**src/logic/pcpu_pkg.sv**
```systemverilog
package pcpu_pkg;

	////////////////////
	// Basic types
	////////////////////

	typedef logic [31:0] word_t;     // Data and address word
	typedef logic [4:0]  reg_addr_t; // GPR index

	// Primary opcode field, inst[31:26]
	typedef enum logic [5:0] {
		OP_RTYPE = 6'h00,
		OP_J     = 6'h02,
		OP_BEQ   = 6'h04,
		OP_ADDI  = 6'h08,
		OP_ANDI  = 6'h0c,
		OP_ORI   = 6'h0d,
		OP_LUI   = 6'h0f,
		OP_COP0  = 6'h10,
		OP_LW    = 6'h23,
		OP_SW    = 6'h2b
	} op_e;

	// R-type funct field, inst[5:0]
	typedef enum logic [5:0] {
		F_SYSCALL = 6'h0c,
		F_ADD     = 6'h20,
		F_SUB     = 6'h22,
		F_AND     = 6'h24,
		F_OR      = 6'h25,
		F_SLT     = 6'h2a
	} funct_e;

	typedef enum logic [2:0] {
		ALU_ADD,
		ALU_SUB,
		ALU_AND,
		ALU_OR,
		ALU_SLT,
		ALU_LUI // Immediate into upper half
	} alu_op_e;

	// Cause.ExcCode values
	typedef enum logic [4:0] {
		EXC_INT = 5'd0,
		EXC_SYS = 5'd8,
		EXC_RI  = 5'd10,
		EXC_OV  = 5'd12
	} exc_code_e;

	// Implemented CP0 registers, rd field of mfc0/mtc0
	typedef enum logic [4:0] {
		CP0_STATUS = 5'd12,
		CP0_CAUSE  = 5'd13,
		CP0_EPC    = 5'd14
	} cp0_reg_e;

	////////////////////
	// Pipeline structs
	////////////////////

	typedef struct packed {
		alu_op_e   alu_op;
		logic      use_imm;  // Immediate as ALU operand b
		logic      sign_ext; // Else zero extend
		logic      trap_ovf; // add, sub, addi
		logic      reg_we;
		reg_addr_t dest;
		logic      mem_rd;
		logic      mem_wr;
		logic      branch;   // beq
		logic      jump;     // j
		logic      mfc0;
		logic      mtc0;
		logic      eret;
		logic      syscall;
		logic      reserved; // Unknown encoding
		cp0_reg_e  cp0_sel;
	} ctrl_t;

	typedef struct packed {
		logic      valid;
		logic      reg_we;
		reg_addr_t dest;
		logic      mem_rd;
		logic      mem_wr;
		word_t     result;     // ALU or CP0 value, also load/store address
		word_t     store_data;
	} mem_stage_t;

endpackage

```
**src/logic/pcpu.sv**
```systemverilog
`timescale 1ns/10ps

module pcpu #(
	parameter pcpu_pkg::word_t RESET_PC   = 32'h0000_0000,
	parameter pcpu_pkg::word_t EXC_VECTOR = 32'h0000_0080
) (
	input  logic            clk,
	input  logic            arst_n,
	input  pcpu_pkg::word_t inst_data,   // Same-cycle answer to inst_addr
	input  pcpu_pkg::word_t mem_data_in, // Load data, same cycle
	input  logic [5:0]      irq,
	output pcpu_pkg::word_t inst_addr,
	output pcpu_pkg::word_t mem_addr,
	output pcpu_pkg::word_t mem_data,
	output logic            mem_we
);
	import pcpu_pkg::*;

	word_t      pc_q;
	word_t      pc_d;
	logic       ex_valid;
	word_t      ex_pc;
	word_t      ex_inst;
	ctrl_t      ctrl;
	reg_addr_t  rs_addr;
	reg_addr_t  rt_addr;
	word_t      rs_data;
	word_t      rt_data;
	word_t      rs_val;
	word_t      rt_val;
	word_t      imm;
	word_t      alu_b;
	word_t      alu_result;
	logic       alu_ovf;
	word_t      cp0_rdata;
	logic       trap;
	logic       cp0_redirect;
	word_t      cp0_target;
	word_t      ex_pc4;
	word_t      br_target;
	word_t      jmp_target;
	logic       br_taken;
	logic       jmp_taken;
	logic       redirect;
	mem_stage_t mem_q;
	mem_stage_t mem_d;
	word_t      mem_fwd;

	////////////////////
	// Fetch
	////////////////////

	assign inst_addr = pc_q;

	// CP0 first, then beq, then j
	always_comb begin
		pc_d = pc_q + 32'd4;
		if (cp0_redirect) begin
			pc_d = cp0_target;
		end else if (br_taken) begin
			pc_d = br_target;
		end else if (jmp_taken) begin
			pc_d = jmp_target;
		end
	end

	assign redirect = cp0_redirect || br_taken || jmp_taken;

	always_ff @(posedge clk or negedge arst_n) begin
		if (!arst_n) begin
			pc_q     <= RESET_PC;
			ex_valid <= 1'b0;
		end else begin
			pc_q     <= pc_d;
			ex_valid <= !redirect; // Squash the word fetched behind a redirect
		end
	end

	always_ff @(posedge clk) begin
		ex_pc   <= pc_q;
		ex_inst <= inst_data;
	end

	////////////////////
	// Execute
	////////////////////

	pcpu_decode u_decode (
		.inst (ex_inst),
		.ctrl (ctrl)
	);

	assign rs_addr = ex_inst[25:21];
	assign rt_addr = ex_inst[20:16];

	pcpu_regfile u_regfile (
		.clk     (clk),
		.arst_n  (arst_n),
		.rs_addr (rs_addr),
		.rt_addr (rt_addr),
		.we      (mem_q.reg_we),
		.wa      (mem_q.dest),
		.wd      (mem_fwd),
		.rs_data (rs_data),
		.rt_data (rt_data)
	);

	// Memory stage value, load data for lw
	assign mem_fwd = mem_q.mem_rd ? mem_data_in : mem_q.result;

	// One bypass level covers everything, regfile holds older writes
	always_comb begin
		rs_val = rs_data;
		rt_val = rt_data;
		if (mem_q.valid && mem_q.reg_we && mem_q.dest != '0) begin
			if (mem_q.dest == rs_addr) rs_val = mem_fwd;
			if (mem_q.dest == rt_addr) rt_val = mem_fwd;
		end
	end

	assign imm   = ctrl.sign_ext ? {{16{ex_inst[15]}}, ex_inst[15:0]} : {16'h0000, ex_inst[15:0]};
	assign alu_b = ctrl.use_imm ? imm : rt_val;

	pcpu_alu u_alu (
		.a        (rs_val),
		.b        (alu_b),
		.op       (ctrl.alu_op),
		.result   (alu_result),
		.overflow (alu_ovf)
	);

	pcpu_cp0 #(
		.EXC_VECTOR (EXC_VECTOR)
	) u_cp0 (
		.clk      (clk),
		.arst_n   (arst_n),
		.valid    (ex_valid),
		.ctrl     (ctrl),
		.overflow (alu_ovf),
		.pc       (ex_pc),
		.wdata    (rt_val),
		.irq      (irq),
		.rdata    (cp0_rdata),
		.trap     (trap),
		.redirect (cp0_redirect),
		.target   (cp0_target)
	);

	// No delay slot, targets relative to pc + 4
	assign ex_pc4     = ex_pc + 32'd4;
	assign br_target  = ex_pc4 + {imm[29:0], 2'b00};
	assign jmp_target = {ex_pc4[31:28], ex_inst[25:0], 2'b00};
	assign br_taken   = ex_valid && ctrl.branch && (rs_val == rt_val);
	assign jmp_taken  = ex_valid && ctrl.jump;

	////////////////////
	// Memory stage
	////////////////////

	// A trapping instruction leaves nothing behind
	always_comb begin
		mem_d.valid      = ex_valid && !trap;
		mem_d.reg_we     = mem_d.valid && ctrl.reg_we;
		mem_d.dest       = ctrl.dest;
		mem_d.mem_rd     = mem_d.valid && ctrl.mem_rd;
		mem_d.mem_wr     = mem_d.valid && ctrl.mem_wr;
		mem_d.result     = ctrl.mfc0 ? cp0_rdata : alu_result;
		mem_d.store_data = rt_val;
	end

	always_ff @(posedge clk or negedge arst_n) begin
		if (!arst_n) begin
			mem_q <= '0;
		end else begin
			mem_q <= mem_d;
		end
	end

	assign mem_addr = mem_q.result;
	assign mem_data = mem_q.store_data;
	assign mem_we   = mem_q.mem_wr; // Already qualified by valid

endmodule

```
**src/logic/pcpu_alu.sv**
```systemverilog
`timescale 1ns/10ps

module pcpu_alu (
	input  pcpu_pkg::word_t   a,
	input  pcpu_pkg::word_t   b,
	input  pcpu_pkg::alu_op_e op,
	output pcpu_pkg::word_t   result,
	output logic              overflow
);
	import pcpu_pkg::*;

	word_t sum;
	word_t diff;
	logic  add_ovf;
	logic  sub_ovf;

	assign sum  = a + b;
	assign diff = a - b;

	// Same operand signs, result sign flipped
	assign add_ovf = (a[31] == b[31]) && (sum[31] != a[31]);
	// Operand signs differ, result sign follows b
	assign sub_ovf = (a[31] != b[31]) && (diff[31] != a[31]);

	always_comb begin
		case (op)
			ALU_ADD: result = sum;
			ALU_SUB: result = diff;
			ALU_AND: result = a & b;
			ALU_OR:  result = a | b;
			ALU_SLT: result = {31'd0, $signed(a) < $signed(b)}; // Signed compare
			ALU_LUI: result = {b[15:0], 16'h0000};
			default: result = sum;
		endcase
	end

	// Flag only, CP0 decides if it traps
	always_comb begin
		case (op)
			ALU_ADD: overflow = add_ovf;
			ALU_SUB: overflow = sub_ovf;
			default: overflow = 1'b0;
		endcase
	end

endmodule

```
**src/logic/pcpu_cp0.sv**
```systemverilog
`timescale 1ns/10ps

module pcpu_cp0 #(
	parameter pcpu_pkg::word_t EXC_VECTOR = 32'h0000_0080
) (
	input  logic            clk,
	input  logic            arst_n,
	input  logic            valid,     // Execute stage holds an instruction
	input  pcpu_pkg::ctrl_t ctrl,
	input  logic            overflow,
	input  pcpu_pkg::word_t pc,        // Execute PC
	input  pcpu_pkg::word_t wdata,     // rt operand for mtc0
	input  logic [5:0]      irq,
	output pcpu_pkg::word_t rdata,
	output logic            trap,
	output logic            redirect,
	output pcpu_pkg::word_t target
);
	import pcpu_pkg::*;

	// Status bit positions
	localparam int ST_IE  = 0;
	localparam int ST_EXL = 1;
	localparam word_t STATUS_WMASK = 32'h0000_fc03; // IM, EXL, IE writable

	word_t     status_q;
	word_t     epc_q;
	word_t     cause;
	exc_code_e exc_q;
	exc_code_e exc_d;
	logic [5:0] ip_q;
	logic      int_req;
	logic      ri_req;
	logic      sys_req;
	logic      ov_req;
	logic      eret_go;
	logic      mtc0_go;

	////////////////////
	// Exception sources
	////////////////////

	// IE set, not in handler, any unmasked line
	assign int_req = valid && status_q[ST_IE] && !status_q[ST_EXL] &&
		|(irq & status_q[15:10]);
	assign ri_req  = valid && ctrl.reserved;
	assign sys_req = valid && ctrl.syscall;
	assign ov_req  = valid && ctrl.trap_ovf && overflow;

	assign trap = int_req || ri_req || sys_req || ov_req;

	// Fixed priority, interrupt first
	always_comb begin
		if (int_req) begin
			exc_d = EXC_INT;
		end else if (ri_req) begin
			exc_d = EXC_RI;
		end else if (sys_req) begin
			exc_d = EXC_SYS;
		end else begin
			exc_d = EXC_OV;
		end
	end

	assign eret_go = valid && ctrl.eret && !trap;
	assign mtc0_go = valid && ctrl.mtc0 && !trap; // Killed by a trap like any write

	assign redirect = trap || eret_go;
	assign target   = trap ? EXC_VECTOR : epc_q;

	////////////////////
	// Registers
	////////////////////

	assign cause = {16'h0000, ip_q, 3'b000, exc_q, 2'b00}; // IP at 15:10, ExcCode at 6:2

	always_comb begin
		case (ctrl.cp0_sel)
			CP0_STATUS: rdata = status_q;
			CP0_CAUSE:  rdata = cause;
			CP0_EPC:    rdata = epc_q;
			default:    rdata = '0;
		endcase
	end

	always_ff @(posedge clk or negedge arst_n) begin
		if (!arst_n) begin
			status_q <= '0;
			exc_q    <= EXC_INT;
			ip_q     <= '0;
		end else begin
			ip_q <= irq; // Pending lines, sampled every cycle
			if (trap) begin
				status_q[ST_EXL] <= 1'b1;
				exc_q            <= exc_d;
			end else if (eret_go) begin
				status_q[ST_EXL] <= 1'b0;
			end else if (mtc0_go && ctrl.cp0_sel == CP0_STATUS) begin
				status_q <= wdata & STATUS_WMASK;
			end
		end
	end

	// Return address
	always_ff @(posedge clk) begin
		if (trap) begin
			epc_q <= pc;
		end else if (mtc0_go && ctrl.cp0_sel == CP0_EPC) begin
			epc_q <= wdata;
		end
	end

endmodule

```
**src/logic/pcpu_decode.sv**
```systemverilog
`timescale 1ns/10ps

module pcpu_decode (
	input  pcpu_pkg::word_t inst,
	output pcpu_pkg::ctrl_t ctrl
);
	import pcpu_pkg::*;

	// COP0 rs field sub-ops
	localparam logic [4:0] COP_MF = 5'b00000;
	localparam logic [4:0] COP_MT = 5'b00100;
	localparam logic [5:0] ERET_FUNCT = 6'h18;

	op_e       op;
	funct_e    funct;
	reg_addr_t rs;
	reg_addr_t rt;
	reg_addr_t rd;
	logic      cp0_reg_ok;

	assign op    = op_e'(inst[31:26]);
	assign funct = funct_e'(inst[5:0]);
	assign rs    = inst[25:21];
	assign rt    = inst[20:16];
	assign rd    = inst[15:11];

	// Only Status, Cause and EPC exist
	assign cp0_reg_ok = (rd == CP0_STATUS) || (rd == CP0_CAUSE) || (rd == CP0_EPC);

	always_comb begin
		ctrl         = '0;
		ctrl.alu_op  = ALU_ADD;
		ctrl.dest    = rt;                // I-type and mfc0 write rt
		ctrl.cp0_sel = cp0_reg_e'(rd);
		case (op)
			OP_RTYPE: begin
				ctrl.dest   = rd;
				ctrl.reg_we = 1'b1;
				case (funct)
					F_ADD: ctrl.trap_ovf = 1'b1;
					F_SUB: begin
						ctrl.alu_op   = ALU_SUB;
						ctrl.trap_ovf = 1'b1;
					end
					F_AND: ctrl.alu_op = ALU_AND;
					F_OR:  ctrl.alu_op = ALU_OR;
					F_SLT: ctrl.alu_op = ALU_SLT;
					F_SYSCALL: begin
						ctrl.reg_we  = 1'b0;
						ctrl.syscall = 1'b1;
					end
					default: begin
						ctrl.reg_we   = 1'b0;
						ctrl.reserved = 1'b1; // Unknown funct
					end
				endcase
			end
			OP_ADDI: begin
				ctrl.use_imm  = 1'b1;
				ctrl.sign_ext = 1'b1;
				ctrl.trap_ovf = 1'b1;
				ctrl.reg_we   = 1'b1;
			end
			OP_ANDI: begin
				ctrl.alu_op  = ALU_AND;
				ctrl.use_imm = 1'b1;       // Zero extended
				ctrl.reg_we  = 1'b1;
			end
			OP_ORI: begin
				ctrl.alu_op  = ALU_OR;
				ctrl.use_imm = 1'b1;
				ctrl.reg_we  = 1'b1;
			end
			OP_LUI: begin
				ctrl.alu_op  = ALU_LUI;
				ctrl.use_imm = 1'b1;
				ctrl.reg_we  = 1'b1;
			end
			OP_LW: begin
				ctrl.use_imm  = 1'b1;      // Address = rs + offset
				ctrl.sign_ext = 1'b1;
				ctrl.mem_rd   = 1'b1;
				ctrl.reg_we   = 1'b1;
			end
			OP_SW: begin
				ctrl.use_imm  = 1'b1;
				ctrl.sign_ext = 1'b1;
				ctrl.mem_wr   = 1'b1;
			end
			OP_BEQ: begin
				ctrl.branch   = 1'b1;
				ctrl.sign_ext = 1'b1;      // Word offset
			end
			OP_J: ctrl.jump = 1'b1;
			OP_COP0: begin
				if (inst[25] && inst[24:6] == '0 && inst[5:0] == ERET_FUNCT) begin
					ctrl.eret = 1'b1;
				end else if (rs == COP_MF && inst[10:0] == '0 && cp0_reg_ok) begin
					ctrl.mfc0   = 1'b1;
					ctrl.reg_we = 1'b1;
				end else if (rs == COP_MT && inst[10:0] == '0 && cp0_reg_ok) begin
					ctrl.mtc0 = 1'b1;
				end else begin
					ctrl.reserved = 1'b1; // Bad form or missing register
				end
			end
			default: ctrl.reserved = 1'b1;
		endcase
	end

endmodule

```
**src/logic/pcpu_regfile.sv**
```systemverilog
`timescale 1ns/10ps

module pcpu_regfile (
	input  logic               clk,
	input  logic               arst_n,
	input  pcpu_pkg::reg_addr_t rs_addr,
	input  pcpu_pkg::reg_addr_t rt_addr,
	input  logic               we,
	input  pcpu_pkg::reg_addr_t wa,
	input  pcpu_pkg::word_t     wd,
	output pcpu_pkg::word_t     rs_data,
	output pcpu_pkg::word_t     rt_data
);
	import pcpu_pkg::*;

	word_t regs [32];

	// Write at end of memory stage
	always_ff @(posedge clk or negedge arst_n) begin
		if (!arst_n) begin
			for (int i = 0; i < 32; i++) begin
				regs[i] <= '0;
			end
		end else if (we && wa != '0) begin // $0 never written
			regs[wa] <= wd;
		end
	end

	// Two async read ports
	assign rs_data = (rs_addr == '0) ? '0 : regs[rs_addr];
	assign rt_data = (rt_addr == '0) ? '0 : regs[rt_addr];

endmodule

```
**config.mk**
```make
export PLATFORM = sky130hd
export DESIGN_NAME = pcpu
export DESIGN_NICKNAME = d
export VERILOG_FILES = /design/src/logic/pcpu_pkg.sv /design/src/logic/pcpu.sv /design/src/logic/pcpu_alu.sv /design/src/logic/pcpu_cp0.sv /design/src/logic/pcpu_decode.sv /design/src/logic/pcpu_regfile.sv
export SDC_FILE = /design/constraint.sdc
export NUM_CORES = 2
export LEC_CHECK = 0
export BUFFER_PORTS_ARGS = -buffer_cell sky130_fd_sc_hd__buf_2
export CAP_MARGIN = 5
export CORE_ASPECT_RATIO = 0.5
export CORE_UTILIZATION = 55
export CTS_CLUSTER_SIZE = 8
export DETAILED_ROUTE_END_ITERATION = 7
export HOLD_SLACK_MARGIN = 0.03
export PLACE_DENSITY = 0.71
export SYNTH_ARGS = -nofsm -noshare
export SYNTH_HDL_FRONTEND = slang
export SYNTH_SLANG_ARGS = --single-unit
```
**constraint.sdc**
```tcl
create_clock -name clk -period 8.24 [get_ports clk]
set_clock_uncertainty 0.05 [all_clocks]
set_input_delay 0.412 -clock clk [delete_from_list [all_inputs] [get_ports clk]]
set_output_delay 0.412 -clock clk [all_outputs]
set_load 0.1 [all_outputs]
```
==> flow_summary.yaml <==
sta:
  fin_crit_ns: 8.14
  slew_headroom_pct: -0.929
  hold_viol: 0
  timing.final.crit_share_pct: 98.8
  rsz0062_at_grt: "no"
  setup_ws_ns: 0.103
  tightest_slew_ns: 1.51
  timing.fmax_ghz: 0.123
  drv_slew: 2
  setup_viol: 0
worst_setup_path:
  regToRegStartpoint: "ex_inst[21]"
  worstPathRequired_ns: 8.85
  path_class: "flip-flop to flip-flop"
  end_kind: "flip-flop"
  critPathArrivalTime_ns: 8.74
  cp_max_fo: 33
  cpPeakStageDelay_ns: 1.17
  startpoint_type: "flip-flop"
  reg2regPathDepth: 18
  crit_path_cell_trace: "xor2_1 -> or4_2 -> buf_4 -> nand4_1 -> o211a_1 -> inv_1 -> ha_1 -> nand2_1 -> a211oi_1 -> a21oi_1 -> a221oi_1 -> o21ai_0 -> a31oi_1 -> o31ai_1 -> a41o_1 -> nor2_4 -> nand2_1 -> a21oi_1"
  crit_path_top_delay_cell: "or4_2"
  regToRegSetupSlack_ns: 0.10
  r2r_end: "mem_q[71]"
min_path:
  min_path_cells: 4
  hold_class: "input port to flip-flop"
  hold_end: "u_regfile.regs[30]"
  holdCritStartpoint: "mem_data_in[30]"
global_routing:
  grt_max_degree: 172
  gr-total-overflow: 0
  grt_pass1_wl_um: 397000
  grt_pass1_vias: 58700
  grt_use_total_pct: 42.6
  antenna_found_initial: 15
logic_synthesis:
  synth_common_cells: "dfrtp_1, nand2_1, o21ai_0"
  ys_types: 106
  dominantRegCellSynth: "dfrtp_1"
  synth_top_area_share_pct: 41.0
  synth_nets: 7086
  synth_edf_count: 32
  synth_area_sq_um: 70000
  synth_area_leaders: "dfrtp_1, mux4_2, o21ai_0"
  synthArstFlopShare_pct: 92.3
  yosys_warnings: 0
  avgSynthCellArea_sq_um: 10.2
  synth.most_common_cell: "dfrtp_1"
  yosysTopAreaCell: "dfrtp_1"
  ys_seq_elements: 1243
  ys_seq_area_share_pct: 44.2
  synth_cells: 6884
detailed_routing:
  drc: 1
  drt_pre_antenna_iters: 8
  ant_nets: 0
  vias: 61000
  drtIter0Drc: 10200
  vias_per_cell: 7.10
  drt_wl_total_um: 276000
  wire_per_inst_um: 32.2
clock_network:
  cts_buffer_depth: 3
  clock_latency_ns: 0.84
  cts_tree: "done"
  h-tree-depth: 4
  cts_buffers: 173
  postCtsSetupRepairBufs: 0
  clock-sinks: 1243
  clk_pin_slew_ns: 0.06
  clock_tree.root_cell: "clkbuf_16"
pwr:
  power_density_nw_per_um2: 233
  vdd_drop_max_mv: 0.245
  leakagePower_nw: 31.8
floorplan:
  die_x_um: 507
  initial_core_util_pct: 55.5
  core_area_sq_um: 126000
  pin_count: 169
  fp.dieH_um: 254
  rows: 92
  die_area_sq_um: 129000
placed_design:
  numPortBuffers: 168
  pre_cts_ws_ns: -0.247
  hpwl_um: 177000
  gp_congestion: 1.01
  placed_area_sq_um: 72200
status:
  status: "finished, violations left"
  violations: "design-rule violations, max-capacitance violations, max-slew violations"
job:
  drv_cap: 1
finish:
  design_area_sq_um: 77600
  utilization_pct: 61.5
  area_growth_pct: 10.8
  final_layout_size_suffix_gt1_share_pct: 17.5
  nFillCells: 10000
  nets: 7020
-- logic make-up (layout without fill, tap and decap cells) --
group,Yosys count,after routing,share of synthesized area (%)
AO/OA/AOI/OAI,1959,1959,16.9
AND/OR/NAND/NOR,1878,1880,11.5
other,0,6,0
multiplexers,713,713,17.7
adder cells (fa/ha/maj),131,131,2.37
XOR/XNOR,123,123,1.54
flip-flops,1243,1243,44.2
buffers and inverters,837,838,5.85
-- stage by stage --
stage | cells | setup TNS [ns] | power, W | hold WS, ns
global placement | 8289 | -16.64 | 0.0111 | 0.326
CTS | 8576 | 0 | 0.0179 | 0.105
global route | 8579 | 0 | 0.0186 | 0.151
detailed placement | 8292 | -9.52 | 0.0112 | 0.334
finish | 8585 | 0 | 0.0181 | 0.152
floorplan | 6884 | 0 | 0.00974 | 0.0664
-- layout make-up --
type                       count  area (sq um)  share of cell area, %
antenna                        6          15.0                 0.0194
clock buffer                 231          4610                   5.94
clock inverter                13           324                  0.418
inverter                     131           492                  0.634
multi-input combinational   4806         35600                   45.8
sequential                  1243         31000                   39.9
tap                         1692          2120                   2.73
timing repair buffer         463          3470                   4.48
-- report_power, final --
group          switching [W]  total [W]  leakage, nW  internal (W)
registers           0.000437    0.00698         11.6       0.00654
logic                0.00319    0.00438         17.9       0.00120
clock network        0.00285    0.00673         2.36       0.00388
total                0.00647     0.0181         31.8        0.0116
-- routing by layer --
layer	up-vias	GRT usage, %	part of all wire (%)
li1	24800	-	-
met1	30300	55.8	37
met2	4778	60.1	41
met3	1046	18.9	16
met4	18	21.5	5.6
met5	-	0	0.058
-- flip-flops by register name, indices dropped and copies added (netlist names) --
| name | count |
|---|---|
| mem_q | 8 |
| u_cp0.ip_q | 6 |
| ex_pc | 32 |
| u_cp0.status_q | 8 |
| mem_addr | 32 |
| mem_data | 32 |
| ex_inst | 32 |
| mem_we | 1 |
| u_cp0.epc_q | 32 |
| u_regfile.regs | 1024 |
| ex_valid | 1 |
| u_cp0.exc_q | 3 |
| inst_addr | 32 |
-- cells in the final DEF, fill, tap and decap left out, types with 27 or more instances in the layout --
master and count:
a22oi_1 98, buf_4 229, o22ai_1 82, nor3_1 44, a211oi_1 49, o211ai_1 30
inv_1 127, mux4_2 413, nor2_1 625, edfxtp_1 32, nand2_1 852, ha_1 127
dlygate4sd3_1 39, xor2_1 53, nand3_1 97, a21oi_1 593, o21ai_0 706, xnor2_1 70
clkbuf_16 176, a221oi_1 27, clkbuf_1 55, dfxtp_1 55, and3_1 28, mux2i_1 244
o221ai_1 79, buf_2 168, dfrtp_1 1146, a22o_1 42
-- repair_timing --
| action | CTS | global route |
|---|---|---|
| pin swaps | 1 | 1 |
| hold endpoints to repair | 113 | 0 |
| hold buffers | 39 | 0 |
| setup endpoints to repair | 40 | 42 |
| resized for setup | 1 | 2 |
| gates cloned | 1 | 1 |
-- worst max-delay path by stage --
stage / end / from / depth (start not counted)
6_report: mem_q[71] / ex_inst[21] / 18
5_1_grt: mem_q[71] / mem_q[66] / 19
4_1_cts: u_cp0.epc_q[15] / ex_inst[24] / 17
3_5_place_dp: u_cp0.epc_q[4] / mem_q[68] / 18
3_3_place_gp: u_cp0.epc_q[4] / ex_inst[16] / 22
2_1_floorplan: u_cp0.epc_q[0] / mem_q[67] / 23
-- critical path: cells and delay by family (launching register included) --
kind	cells	cell delay [ns]
adders and majority gates	1	0.49
AOI/OAI and AO/OA	9	3.39
and+or+nand+nor	5	2.23
xor gates and xnor gates	1	0.17
DFF	1	0.96
buffers and inverters	2	0.60
No activity file was read; power rests on OpenSTA's default activity.
